--- config.mk ---
export PLATFORM = sky130hd
export DESIGN_NAME = exe_stage
export DESIGN_NICKNAME = d
export VERILOG_FILES = /design/src/hdl/exe_pkg.sv /design/src/hdl/operand_fwd.sv /design/src/hdl/int_unit.sv /design/src/hdl/branch_unit.sv /design/src/hdl/result_select.sv /design/src/hdl/exe_stage.sv
export SDC_FILE = /design/constraint.sdc
export NUM_CORES = 2
export LEC_CHECK = 0
export BUFFER_PORTS_ARGS = -buffer_cell sky130_fd_sc_hd__buf_2
export CAP_MARGIN = 0
export CORE_AREA = 2 2 562 564
export CTS_CLUSTER_SIZE = 40
export DETAILED_ROUTE_END_ITERATION = 12
export DIE_AREA = 0 0 564 566
export GPL_TIMING_DRIVEN = 0
export PLACE_DENSITY = 0.36
export SETUP_SLACK_MARGIN = 0.05
export SLEW_MARGIN = 20
export SYNTH_ARGS = -nofsm -noshare
export SYNTH_HDL_FRONTEND = slang
export SYNTH_SLANG_ARGS = --single-unit
--- constraint.sdc ---
create_clock -name clk -period 13.4 [get_ports clk]
set_input_delay 0.67 -clock clk [delete_from_list [all_inputs] [get_ports clk]]
set_output_delay 0.67 -clock clk [all_outputs]
set_load 0.05 [all_outputs]
--- src/hdl/exe_pkg.sv ---
/*
   Execute stage package
   Widths, instruction group and operation enums, and the decode,
   forwarding, unit output and result records of the RV32I execute stage
*/
`default_nettype none

package exe_pkg;

   // --------------------
   // widths with a meaning
   typedef logic [31:0]   word_t;          // data word
   typedef logic [31:0]   pc_t;            // instruction address
   typedef logic [4:0]    reg_addr_t;      // gpr index
   typedef word_t [31:0]  gpr_file_t;      // whole register file, entry 0 is x0

   // --------------------
   // encodings
   typedef enum logic [2:0]
   {
      IG_ALU, IG_BR, IG_LD, IG_ST, IG_ILL
   } ig_type_e;                            // instruction group from decode

   typedef enum logic [3:0]
   {
      ADD, SUB, SLL, SLT, SLTU, XOR, SRL, SRA, OR, AND
   } alu_op_e;

   typedef enum logic [1:0]
   {
      B_COND, B_JAL, B_JALR
   } br_op_e;

   typedef enum logic [1:0]
   {
      X_RS1, X_PC, X_ZERO                  // X_PC for AUIPC, X_ZERO for LUI
   } sel_x_e;

   typedef enum logic
   {
      Y_RS2, Y_IMM
   } sel_y_e;

   typedef enum logic [1:0]
   {
      SZ_B, SZ_H, SZ_W
   } ls_size_e;

   // --------------------
   // records
   typedef struct packed {
      pc_t        pc;
      logic       ci;                      // 16 bit instruction
      ig_type_e   ig_type;
      logic [3:0] op;                      // alu_op_e or br_op_e by group
      logic [2:0] funct3;
      word_t      imm;                     // sign extended immediate
      sel_x_e     sel_x;
      sel_y_e     sel_y;
      reg_addr_t  rd_addr;
      reg_addr_t  rs1_addr;
      reg_addr_t  rs2_addr;
      logic       rd_wr;
      logic       rs1_rd;
      logic       rs2_rd;
      pc_t        predicted_addr;          // next pc guessed by fetch
   } dec_instr_t;

   typedef struct packed {
      logic       valid;
      logic       rd_wr;
      reg_addr_t  rd_addr;
      word_t      rd_data;
   } fwd_gpr_t;                            // 39 bits from mem or wb stage

   typedef struct packed {
      pc_t        pc;
      ig_type_e   ig_type;
      logic       rd_wr;
      reg_addr_t  rd_addr;
      word_t      rd_data;
      logic       is_ld;
      logic       is_st;
      word_t      ls_addr;
      word_t      st_data;
      ls_size_e   size;
      logic       zero_ext;                // LBU and LHU
      logic       mispre;                  // fetch was reloaded
      logic       instr_err;
      pc_t        br_pc;                   // misaligned branch target
   } exe_result_t;

   typedef struct packed {
      word_t      result;
      word_t      ls_addr;
      word_t      st_data;
      ls_size_e   size;
      logic       zero_ext;
      logic       mis;                     // misaligned address or target
      pc_t        taken_pc;
      pc_t        link_pc;
   } unit_out_t;

endpackage

`default_nettype wire

--- src/hdl/operand_fwd.sv ---
/*
   Operand forwarding
   Reads rs1 and rs2 from the register file and replaces them with
   newer values from the memory or write-back stage. Memory stage wins
*/
`timescale 1ns/100ps
`default_nettype none

module operand_fwd
(
   input  var exe_pkg::gpr_file_t   gpr,        // register file contents
   input  var exe_pkg::dec_instr_t  dec_data,   // decoded instruction
   input  var exe_pkg::fwd_gpr_t    fwd_mem,    // result in memory stage
   input  var exe_pkg::fwd_gpr_t    fwd_wb,     // result in write-back stage
   output exe_pkg::word_t           rs1_val,
   output exe_pkg::word_t           rs2_val
);
   import exe_pkg::*;

   // record carries a newer value for this source
   function automatic logic fwd_hit
   (
      input fwd_gpr_t  rec,
      input logic      src_rd,
      input reg_addr_t src_addr
   );
      return src_rd & rec.valid & rec.rd_wr &
             (rec.rd_addr == src_addr) & (src_addr != '0);   // x0 never forwarded
   endfunction

   always_comb
   begin
      // --------------------
      // rs1
      if (fwd_hit(fwd_mem, dec_data.rs1_rd, dec_data.rs1_addr))
         rs1_val = fwd_mem.rd_data;                          // most recent first
      else if (fwd_hit(fwd_wb, dec_data.rs1_rd, dec_data.rs1_addr))
         rs1_val = fwd_wb.rd_data;
      else
         rs1_val = gpr[dec_data.rs1_addr];

      // --------------------
      // rs2
      if (fwd_hit(fwd_mem, dec_data.rs2_rd, dec_data.rs2_addr))
         rs2_val = fwd_mem.rd_data;
      else if (fwd_hit(fwd_wb, dec_data.rs2_rd, dec_data.rs2_addr))
         rs2_val = fwd_wb.rd_data;
      else
         rs2_val = gpr[dec_data.rs2_addr];
   end

endmodule

`default_nettype wire

--- src/hdl/int_unit.sv ---
/*
   Integer unit
   ALU for register and immediate forms, LUI and AUIPC through the
   operand selects, and load/store address generation with access size
   and misalignment check. Single cycle, purely combinational
*/
`timescale 1ns/100ps
`default_nettype none

module int_unit
#(
   parameter bit COMPRESSED = 1'b0                 // 16 bit instructions present
)
(
   input  var exe_pkg::dec_instr_t  dec_data,      // decoded instruction
   input  var exe_pkg::word_t       rs1_val,       // rs1 after forwarding
   input  var exe_pkg::word_t       rs2_val,       // rs2 after forwarding
   output exe_pkg::unit_out_t       int_out
);
   import exe_pkg::*;

   word_t      x_op;                               // alu operand x
   word_t      y_op;                               // alu operand y
   logic [4:0] shamt;
   word_t      alu_res;
   word_t      ls_addr;
   ls_size_e   ls_size;
   logic       ls_zext;
   logic       ls_mis;
   pc_t        seq_pc;                             // fall-through fetch address

   // --------------------
   // operand selects
   always_comb
   begin
      case (dec_data.sel_x)
         X_RS1:   x_op = rs1_val;
         X_PC:    x_op = dec_data.pc;              // AUIPC
         default: x_op = '0;                       // LUI adds imm to zero
      endcase
      y_op = (dec_data.sel_y == Y_IMM) ? dec_data.imm : rs2_val;
   end

   assign shamt = y_op[4:0];                       // only low 5 bits shift

   // --------------------
   // alu
   always_comb
   begin
      case (alu_op_e'(dec_data.op))
         ADD:     alu_res = x_op + y_op;
         SUB:     alu_res = x_op - y_op;
         SLL:     alu_res = x_op << shamt;
         SLT:     alu_res = {31'b0, $signed(x_op) < $signed(y_op)};
         SLTU:    alu_res = {31'b0, x_op < y_op};
         XOR:     alu_res = x_op ^ y_op;
         SRL:     alu_res = x_op >> shamt;
         SRA:     alu_res = $signed(x_op) >>> shamt;   // sign fill
         OR:      alu_res = x_op | y_op;
         AND:     alu_res = x_op & y_op;
         default: alu_res = '0;
      endcase
   end

   // --------------------
   // load/store address, size and alignment
   assign ls_addr = rs1_val + dec_data.imm;

   always_comb
   begin
      ls_zext = 1'b0;
      case (dec_data.funct3)
         3'd0:    ls_size = SZ_B;                  // LB, SB
         3'd1:    ls_size = SZ_H;                  // LH, SH
         3'd4:
         begin
            ls_size = SZ_B;                        // LBU
            ls_zext = 1'b1;
         end
         3'd5:
         begin
            ls_size = SZ_H;                        // LHU
            ls_zext = 1'b1;
         end
         default: ls_size = SZ_W;                  // LW, SW
      endcase

      ls_mis = ((ls_size == SZ_H) && ls_addr[0]) ||
               ((ls_size == SZ_W) && (ls_addr[1:0] != 2'b00));
   end

   // next sequential pc, ci only shortens it on a compressed core
   assign seq_pc = dec_data.pc + ((COMPRESSED && dec_data.ci) ? 32'd2 : 32'd4);

   always_comb
   begin
      int_out.result   = alu_res;
      int_out.ls_addr  = ls_addr;
      int_out.st_data  = rs2_val;                  // stored as read
      int_out.size     = ls_size;
      int_out.zero_ext = ls_zext;
      int_out.mis      = ls_mis;
      int_out.taken_pc = seq_pc;                   // no control transfer here
      int_out.link_pc  = seq_pc;
   end

endmodule

`default_nettype wire

--- src/hdl/branch_unit.sv ---
/*
   Branch unit
   Conditional compare, JAL and JALR targets, link address, target
   alignment check and detection of a wrong fetch prediction
*/
`timescale 1ns/100ps
`default_nettype none

module branch_unit
#(
   parameter bit COMPRESSED = 1'b0                 // halfword targets legal
)
(
   input  var exe_pkg::dec_instr_t  dec_data,      // decoded instruction
   input  var exe_pkg::word_t       rs1_val,
   input  var exe_pkg::word_t       rs2_val,
   output exe_pkg::unit_out_t       br_out,
   output logic                     br_mispre      // fetch went the wrong way
);
   import exe_pkg::*;

   logic  cond_true;                               // compare result
   pc_t   link_pc;
   pc_t   br_tgt;                                  // pc relative target
   pc_t   taken_pc;
   logic  tgt_mis;

   // --------------------
   // compare by funct3
   always_comb
   begin
      case (dec_data.funct3)
         3'd0:    cond_true = (rs1_val == rs2_val);                     // BEQ
         3'd1:    cond_true = (rs1_val != rs2_val);                     // BNE
         3'd4:    cond_true = ($signed(rs1_val) <  $signed(rs2_val));   // BLT
         3'd5:    cond_true = ($signed(rs1_val) >= $signed(rs2_val));   // BGE
         3'd6:    cond_true = (rs1_val <  rs2_val);                     // BLTU
         3'd7:    cond_true = (rs1_val >= rs2_val);                     // BGEU
         default: cond_true = 1'b0;
      endcase
   end

   assign link_pc = dec_data.pc + ((COMPRESSED && dec_data.ci) ? 32'd2 : 32'd4);
   assign br_tgt  = dec_data.pc + dec_data.imm;

   // --------------------
   // where fetch should go
   always_comb
   begin
      case (br_op_e'(dec_data.op))
         B_COND:  taken_pc = cond_true ? br_tgt : link_pc;
         B_JAL:   taken_pc = br_tgt;
         B_JALR:  taken_pc = (rs1_val + dec_data.imm) & ~32'd1;   // bit 0 dropped
         default: taken_pc = link_pc;
      endcase
   end

   // only word targets are legal without the C extension
   assign tgt_mis   = !COMPRESSED && taken_pc[1];
   assign br_mispre = !tgt_mis && (dec_data.predicted_addr != taken_pc);

   always_comb
   begin
      br_out          = '0;                        // no load/store fields
      br_out.result   = link_pc;
      br_out.mis      = tgt_mis;
      br_out.taken_pc = taken_pc;
      br_out.link_pc  = link_pc;                   // rd value of JAL/JALR
   end

endmodule

`default_nettype wire

--- src/hdl/result_select.sv ---
/*
   Result select
   Picks the unit output by instruction group, reloads fetch on a wrong
   prediction and keeps the one-entry pipe register to the memory stage
   with valid/ready handshakes on both sides
*/
`timescale 1ns/100ps
`default_nettype none

module result_select
(
   input  wire                      clk,
   input  wire                      rst_n,
   input  wire                      cpu_halt,      // stop taking instructions
   input  wire                      pipe_flush,    // drop the held result
   input  wire                      dec_valid,
   input  var exe_pkg::dec_instr_t  dec_data,
   input  var exe_pkg::unit_out_t   int_out,
   input  var exe_pkg::unit_out_t   br_out,
   input  wire                      br_mispre,
   input  wire                      mem_rdy,
   output logic                     dec_rdy,
   output logic                     rld_pc_flag,   // fetch reload strobe
   output exe_pkg::pc_t             rld_pc_addr,
   output logic                     mem_valid,
   output exe_pkg::exe_result_t     mem_data
);
   import exe_pkg::*;

   logic        pipe_full;
   logic        xfer_in;                           // taken from decode
   logic        xfer_out;                          // taken by memory stage
   logic        rd_wr_ok;                          // rd write with x0 masked
   logic        reload;
   exe_result_t exe_dout;

   // --------------------
   // handshakes
   assign dec_rdy   = rst_n & !cpu_halt & (!pipe_full | xfer_out);
   assign xfer_in   = dec_valid & dec_rdy;
   assign xfer_out  = mem_valid & mem_rdy;
   assign mem_valid = pipe_full;

   assign rd_wr_ok  = dec_data.rd_wr & (dec_data.rd_addr != '0);

   // --------------------
   // result by group
   always_comb
   begin
      exe_dout         = '0;
      reload           = 1'b0;
      rld_pc_addr      = br_out.taken_pc;
      exe_dout.pc      = dec_data.pc;
      exe_dout.ig_type = dec_data.ig_type;
      exe_dout.rd_addr = dec_data.rd_addr;

      case (dec_data.ig_type)
         IG_ALU:
         begin
            exe_dout.rd_wr   = rd_wr_ok;
            exe_dout.rd_data = int_out.result;
         end
         IG_BR:
         begin
            if (br_out.mis)                               // trap taken later in the pipe
            begin
               exe_dout.instr_err = 1'b1;
               exe_dout.br_pc     = br_out.taken_pc;
            end
            else if (br_mispre)
            begin
               exe_dout.mispre = 1'b1;
               reload          = 1'b1;                   // younger fetches are wrong
            end
            else if (br_op_e'(dec_data.op) != B_COND)
            begin
               exe_dout.rd_wr   = rd_wr_ok;              // JAL, JALR link
               exe_dout.rd_data = br_out.link_pc;
            end
         end
         IG_LD:
         begin
            exe_dout.rd_wr     = rd_wr_ok;               // data arrives in mem stage
            exe_dout.is_ld     = 1'b1;
            exe_dout.ls_addr   = int_out.ls_addr;
            exe_dout.size      = int_out.size;
            exe_dout.zero_ext  = int_out.zero_ext;
            exe_dout.instr_err = int_out.mis;
         end
         IG_ST:
         begin
            exe_dout.is_st     = 1'b1;
            exe_dout.ls_addr   = int_out.ls_addr;
            exe_dout.st_data   = int_out.st_data;
            exe_dout.size      = int_out.size;
            exe_dout.instr_err = int_out.mis;
         end
         default: exe_dout.instr_err = 1'b1;             // IG_ILL and unused codes
      endcase

      rld_pc_flag = xfer_in & reload;                    // one strobe per accepted branch
   end

   // --------------------
   // pipe register
   always_ff @(posedge clk)
   begin
      if (!rst_n || pipe_flush)
         pipe_full <= 1'b0;
      else if (xfer_in)
         pipe_full <= 1'b1;                              // refill even while draining
      else if (xfer_out)
         pipe_full <= 1'b0;
   end

   always_ff @(posedge clk)
   begin
      if (xfer_in)
         mem_data <= exe_dout;
   end

   // held result must not change under back-pressure
   a_stall_hold: assert property (@(posedge clk) disable iff (!rst_n)
      mem_valid && !mem_rdy && !pipe_flush |=> mem_valid && $stable(mem_data));

   // a reload belongs to an instruction that lands in the pipe register
   a_rld_accept: assert property (@(posedge clk) disable iff (!rst_n)
      rld_pc_flag && !pipe_flush |=> mem_valid && mem_data.mispre);

endmodule

`default_nettype wire

--- src/hdl/exe_stage.sv ---
/*
   RV32I execute stage
   Operand forwarding, integer and branch units side by side, and the
   result select with the pipe register to the memory stage
*/
`timescale 1ns/100ps
`default_nettype none

module exe_stage
#(
   parameter bit COMPRESSED = 1'b0                 // 1 when the C extension is on
)
(
   input  wire                      clk,
   input  wire                      rst_n,
   input  wire                      cpu_halt,
   input  wire                      pipe_flush,
   // decode side
   input  wire                      dec_valid,
   input  var exe_pkg::dec_instr_t  dec_data,
   output logic                     dec_rdy,
   // register file and forwarding
   input  var exe_pkg::gpr_file_t   gpr,
   input  var exe_pkg::fwd_gpr_t    fwd_mem,
   input  var exe_pkg::fwd_gpr_t    fwd_wb,
   // fetch reload
   output logic                     rld_pc_flag,
   output exe_pkg::pc_t             rld_pc_addr,
   // memory side
   output logic                     mem_valid,
   output exe_pkg::exe_result_t     mem_data,
   input  wire                      mem_rdy
);
   import exe_pkg::*;

   word_t     rs1_val;                             // forwarded operands
   word_t     rs2_val;
   unit_out_t int_out;
   unit_out_t br_out;
   logic      br_mispre;

   operand_fwd operand_fwd_i
   (
      .gpr(gpr), .dec_data(dec_data), .fwd_mem(fwd_mem), .fwd_wb(fwd_wb),
      .rs1_val(rs1_val), .rs2_val(rs2_val)
   );

   int_unit #(.COMPRESSED(COMPRESSED)) int_unit_i
   (
      .dec_data(dec_data), .rs1_val(rs1_val), .rs2_val(rs2_val), .int_out(int_out)
   );

   branch_unit #(.COMPRESSED(COMPRESSED)) branch_unit_i
   (
      .dec_data(dec_data), .rs1_val(rs1_val), .rs2_val(rs2_val),
      .br_out(br_out), .br_mispre(br_mispre)
   );

   result_select result_select_i
   (
      .clk(clk), .rst_n(rst_n), .cpu_halt(cpu_halt), .pipe_flush(pipe_flush),
      .dec_valid(dec_valid), .dec_data(dec_data), .int_out(int_out), .br_out(br_out),
      .br_mispre(br_mispre), .mem_rdy(mem_rdy), .dec_rdy(dec_rdy),
      .rld_pc_flag(rld_pc_flag), .rld_pc_addr(rld_pc_addr),
      .mem_valid(mem_valid), .mem_data(mem_data)
   );

endmodule

`default_nettype wire

==> metrics.csv <==
stage,metric,value,unit
yosys,Post-synth ARST share,0,%
power,Tot Pwr,0.00500,W
power,sequential share of power,12.6,%
grt,initial antenna violation count,397,
grt,largest net degree at the start of global routing,102,
timing,relative slew slack,11.0,%
power,Int Power,0.00212,W
placement,IO buf count,1428,
worst_setup_path,path depth of the worst reg2reg path,5,
cells_and_area,synthesis-to-finish area growth,38.3,%
power,power share of the clock group,12.5,%
grt,first-pass GRT wire length,671000,um
power,Lkg Pwr,22.9,nW
grt,GRT Total Usage,33.3,%
worst_setup_path,Crit. Startpoint,dec_data[35],
timing,Tmin final,13.58,ns
run_status,failing checks,negative setup slack,
die,core box area,0.313,mm2
cts,clk buf depth,3,
placement,Routability Congestion,1.05,
timing,hold_ws,0.333,ns
placement,cell area after placement,0.0570,mm2
die,Cell Rows,206,
worst_setup_path,CP most frequent cell,buf_2,
placement,DP HPWL,484000,um
timing,RSZ-0062 raised after global routing,false,
worst_setup_path,Worst setup SP type,input port,
route,via count,57560,
yosys,"top cells by count, synth","601 x mux4_2, 424 x nand2_1, 357 x nor2_1",
worst_setup_path,Worst Path Arrival,12.91,ns
yosys,Synth Instances,4536,
die,total I/O pin count,1447,
yosys,"count leader, synth",mux4_2,
yosys,syn nets,5968,
route,initial DRC count,7822,
die,die width,564,um
route,Final ANT Viol Nets,0,
power,combinational share of power,74.9,%
timing,final hold violation count,0,
cts,setup bufs post-CTS,0,
worst_setup_path,R2R Setup Slk,11.06,ns
route,DR WL/cell,50.6,um
cts,"CTS clk-pin slew, worst paths",0.06,ns
cts,worst-skew pair later-pin latency,0.56,ns
worst_setup_path,Crit Reg-Reg Endpoint,result_select_i.mem_data[42],
worst_setup_path,crit path capture type,primary output,
cts,total CTS buffers,25,
cells_and_area,"Design Area, Final",0.0595,mm2
cts,CTS Root Cell,clkbuf_16,
run,max-cap viol count,0,
worst_setup_path,R2R Path Start,result_select_i.mem_valid,
cells_and_area,fraction of final layout cells with drive strength greater than 1,41.9,%
grt,grt total ovfl,0,
power,Switch Pwr,0.00287,W
power,Switching Fraction,57.5,%
timing,final max-slew violation count,0,
yosys,Mapped Area,0.0431,mm2
route,"wirelength, routed",553000,um
worst_setup_path,Crit Path Max Fanout,10,
yosys,top post-synthesis cells by area,"mux4_2 31%, edfxtp_1 12%, ha_1 5.6%",
yosys,top-area cell type share of the netlist area,31.4,%
timing,final period utilization,101,%
timing,skew final,0.0311,ns
grt,vias in the first global route,53721,
cts,# resized after CTS,7,
timing,# setup viols final,5,
die,die area,0.319,mm2
yosys,"Seq/Total Area, Yosys",12.3,%
yosys,Synth area leader,mux4_2,
worst_setup_path,Setup CP Type,input port to primary output,
yosys,post-synthesis cell type count,115,
yosys,"EDFF count, synth",176,
power,peak supply drop,0.0000730,V
worst_setup_path,slowest CP cell,a211oi_1,
die,Die Ht,566,um
timing,fmax,73.6,MHz
power,Pwr Density,83.9,mW/mm2
cts,H-Tree Depth,4,
yosys,Ys Warns,0,
hold_path,Hold WC Path Type,input port to flop,
yosys,"FF+latch count, synth",177,
cts,CTS tree,built,
yosys,ys flop type,edfxtp_1,
cts,CTS Hold Bufs,0,
route,# DRC,0,
cells_and_area,Post-layout nets,7487,
worst_setup_path,Worst Setup EP,rld_pc_addr[9],
cts,clk sinks,177,
yosys,Avg Synthesized Cell Area,9.49,um2
timing,Worst Max-Slew Pin Slew,1.34,ns
route,vias per cell,5.27,
placement,DP Worst Slack,-0.951,ns
route,DRT Pass-1 Iters,6,
worst_setup_path,Max stage delay on crit path,0.78,ns
run_status,outcome,"finished, violations left",
worst_setup_path,WP data required,12.73,ns
die,Starting Density,13.7,%
timing,worst setup margin,-0.180,ns
-- state kept, by name, summed over array words and instances, names as in the netlist --
| register | count |
|---|---|
| result_select_i.mem_valid | 1 |
| result_select_i.mem_data | 176 |
-- area by class of cell --
cell class | count | area (um2)
diodes | 702 | 1760
plain buffers | 394 | 2060
clock buffers | 25 | 626
clock inverters | 8 | 67.6
fillers | 35766 | 254000
inverters | 166 | 634
multi-input cells | 3798 | 35700
flip-flops and latches | 177 | 5310
well taps | 4160 | 5200
repair buffers | 1493 | 8140
-- power by group through the flow --
stage	Combinational (W)	Sequential (W)	Clock [W]
6_report	0.00375	0.000627	0.000624
5_1_grt	0.00379	0.000628	0.000669
4_1_cts	0.00363	0.000628	0.000658
3_5_place_dp	0.00362	0.000640	0
3_3_place_gp	0.00356	0.000644	0
2_1_floorplan	0.00173	0.000675	0
-- worst max-delay path, delay by kind of cell --
kind                     cells  cell delay, ns
AO/OA/AOI/OAI                5            1.85
adder cells (fa/ha/maj)      1            0.14
buffers and inverters       14            5.63
multiplexers                 4            2.23
AND/OR/NAND/NOR              7            2.14
-- metrics by stage --
step	setup TNS, ns	utilization, %	cells
final	-0.483	19.0	10923
after global routing	0	18.9	10778
after CTS	0	18.4	10221
after detailed placement	-8.42	18.2	10189
after global placement	-157.59	17.7	10124
after floorplan	0	-	4536
-- placed cells by master, fill, tap and decap left out, drive strengths merged, types with 23 or more instances in the layout --
| cell | n |
|---|---|
| buf | 1694 |
| diode | 702 |
| mux4 | 601 |
| nand2 | 424 |
| nor2 | 358 |
| a21oi | 302 |
| o21ai | 243 |
| mux2i | 236 |
| clkbuf | 218 |
| ha | 192 |
| edfxtp | 176 |
| inv | 164 |
| xnor2 | 105 |
| nand3 | 97 |
| nor3 | 81 |
| a211oi | 77 |
| nand2b | 61 |
| mux2 | 57 |
| o211ai | 56 |
| nor4 | 55 |
| xor2 | 52 |
| and2 | 50 |
| a21o | 49 |
| o31ai | 49 |
| and3 | 48 |
| nand4 | 47 |
| o22ai | 45 |
| a2111oi | 40 |
| nor2b | 39 |
| a31oi | 36 |
| o21a | 25 |
| or3 | 23 |
-- worst min path at each step --
stage                     slack, ns                      start  cells past startpoint                             to
after detailed placement       0.67  result_select_i.mem_valid                      2      result_select_i.mem_valid
after floorplan                0.77               dec_data[45]                      0  result_select_i.mem_data[135]
final                          0.33               dec_data[49]                      1  result_select_i.mem_data[139]
after global routing           0.31               dec_data[49]                      1  result_select_i.mem_data[139]
after global placement         0.67  result_select_i.mem_valid                      2      result_select_i.mem_valid
after CTS                      0.29               dec_data[49]                      1  result_select_i.mem_data[139]
-- layer usage --
| metal | wire length [um] | track usage (%) |
|---|---|---|
| met1 | 194000 | 36.1 |
| met3 | 47500 | 8.66 |
| met5 | 724 | 0 |
| met4 | 55500 | 29.1 |
| met2 | 255000 | 53.7 |
-- logic make-up (layout without fill, tap and decap cells) --
group                      Yosys count  count (layout)  share of synthesized area (%)
AOI/OAI and AO/OA                 1196            1196                           19.1
xor gates and xnor gates           160             160                           3.36
adders and majority gates          197             197                           5.79
buffers and inverters              561            2086                           6.07
DFF                                177             177                           12.3
muxes                              894             894                           38.4
other                                0             702                              0
and+or+nand+nor                   1351            1351                           15.0
No activity file was read; power rests on OpenSTA's default activity.
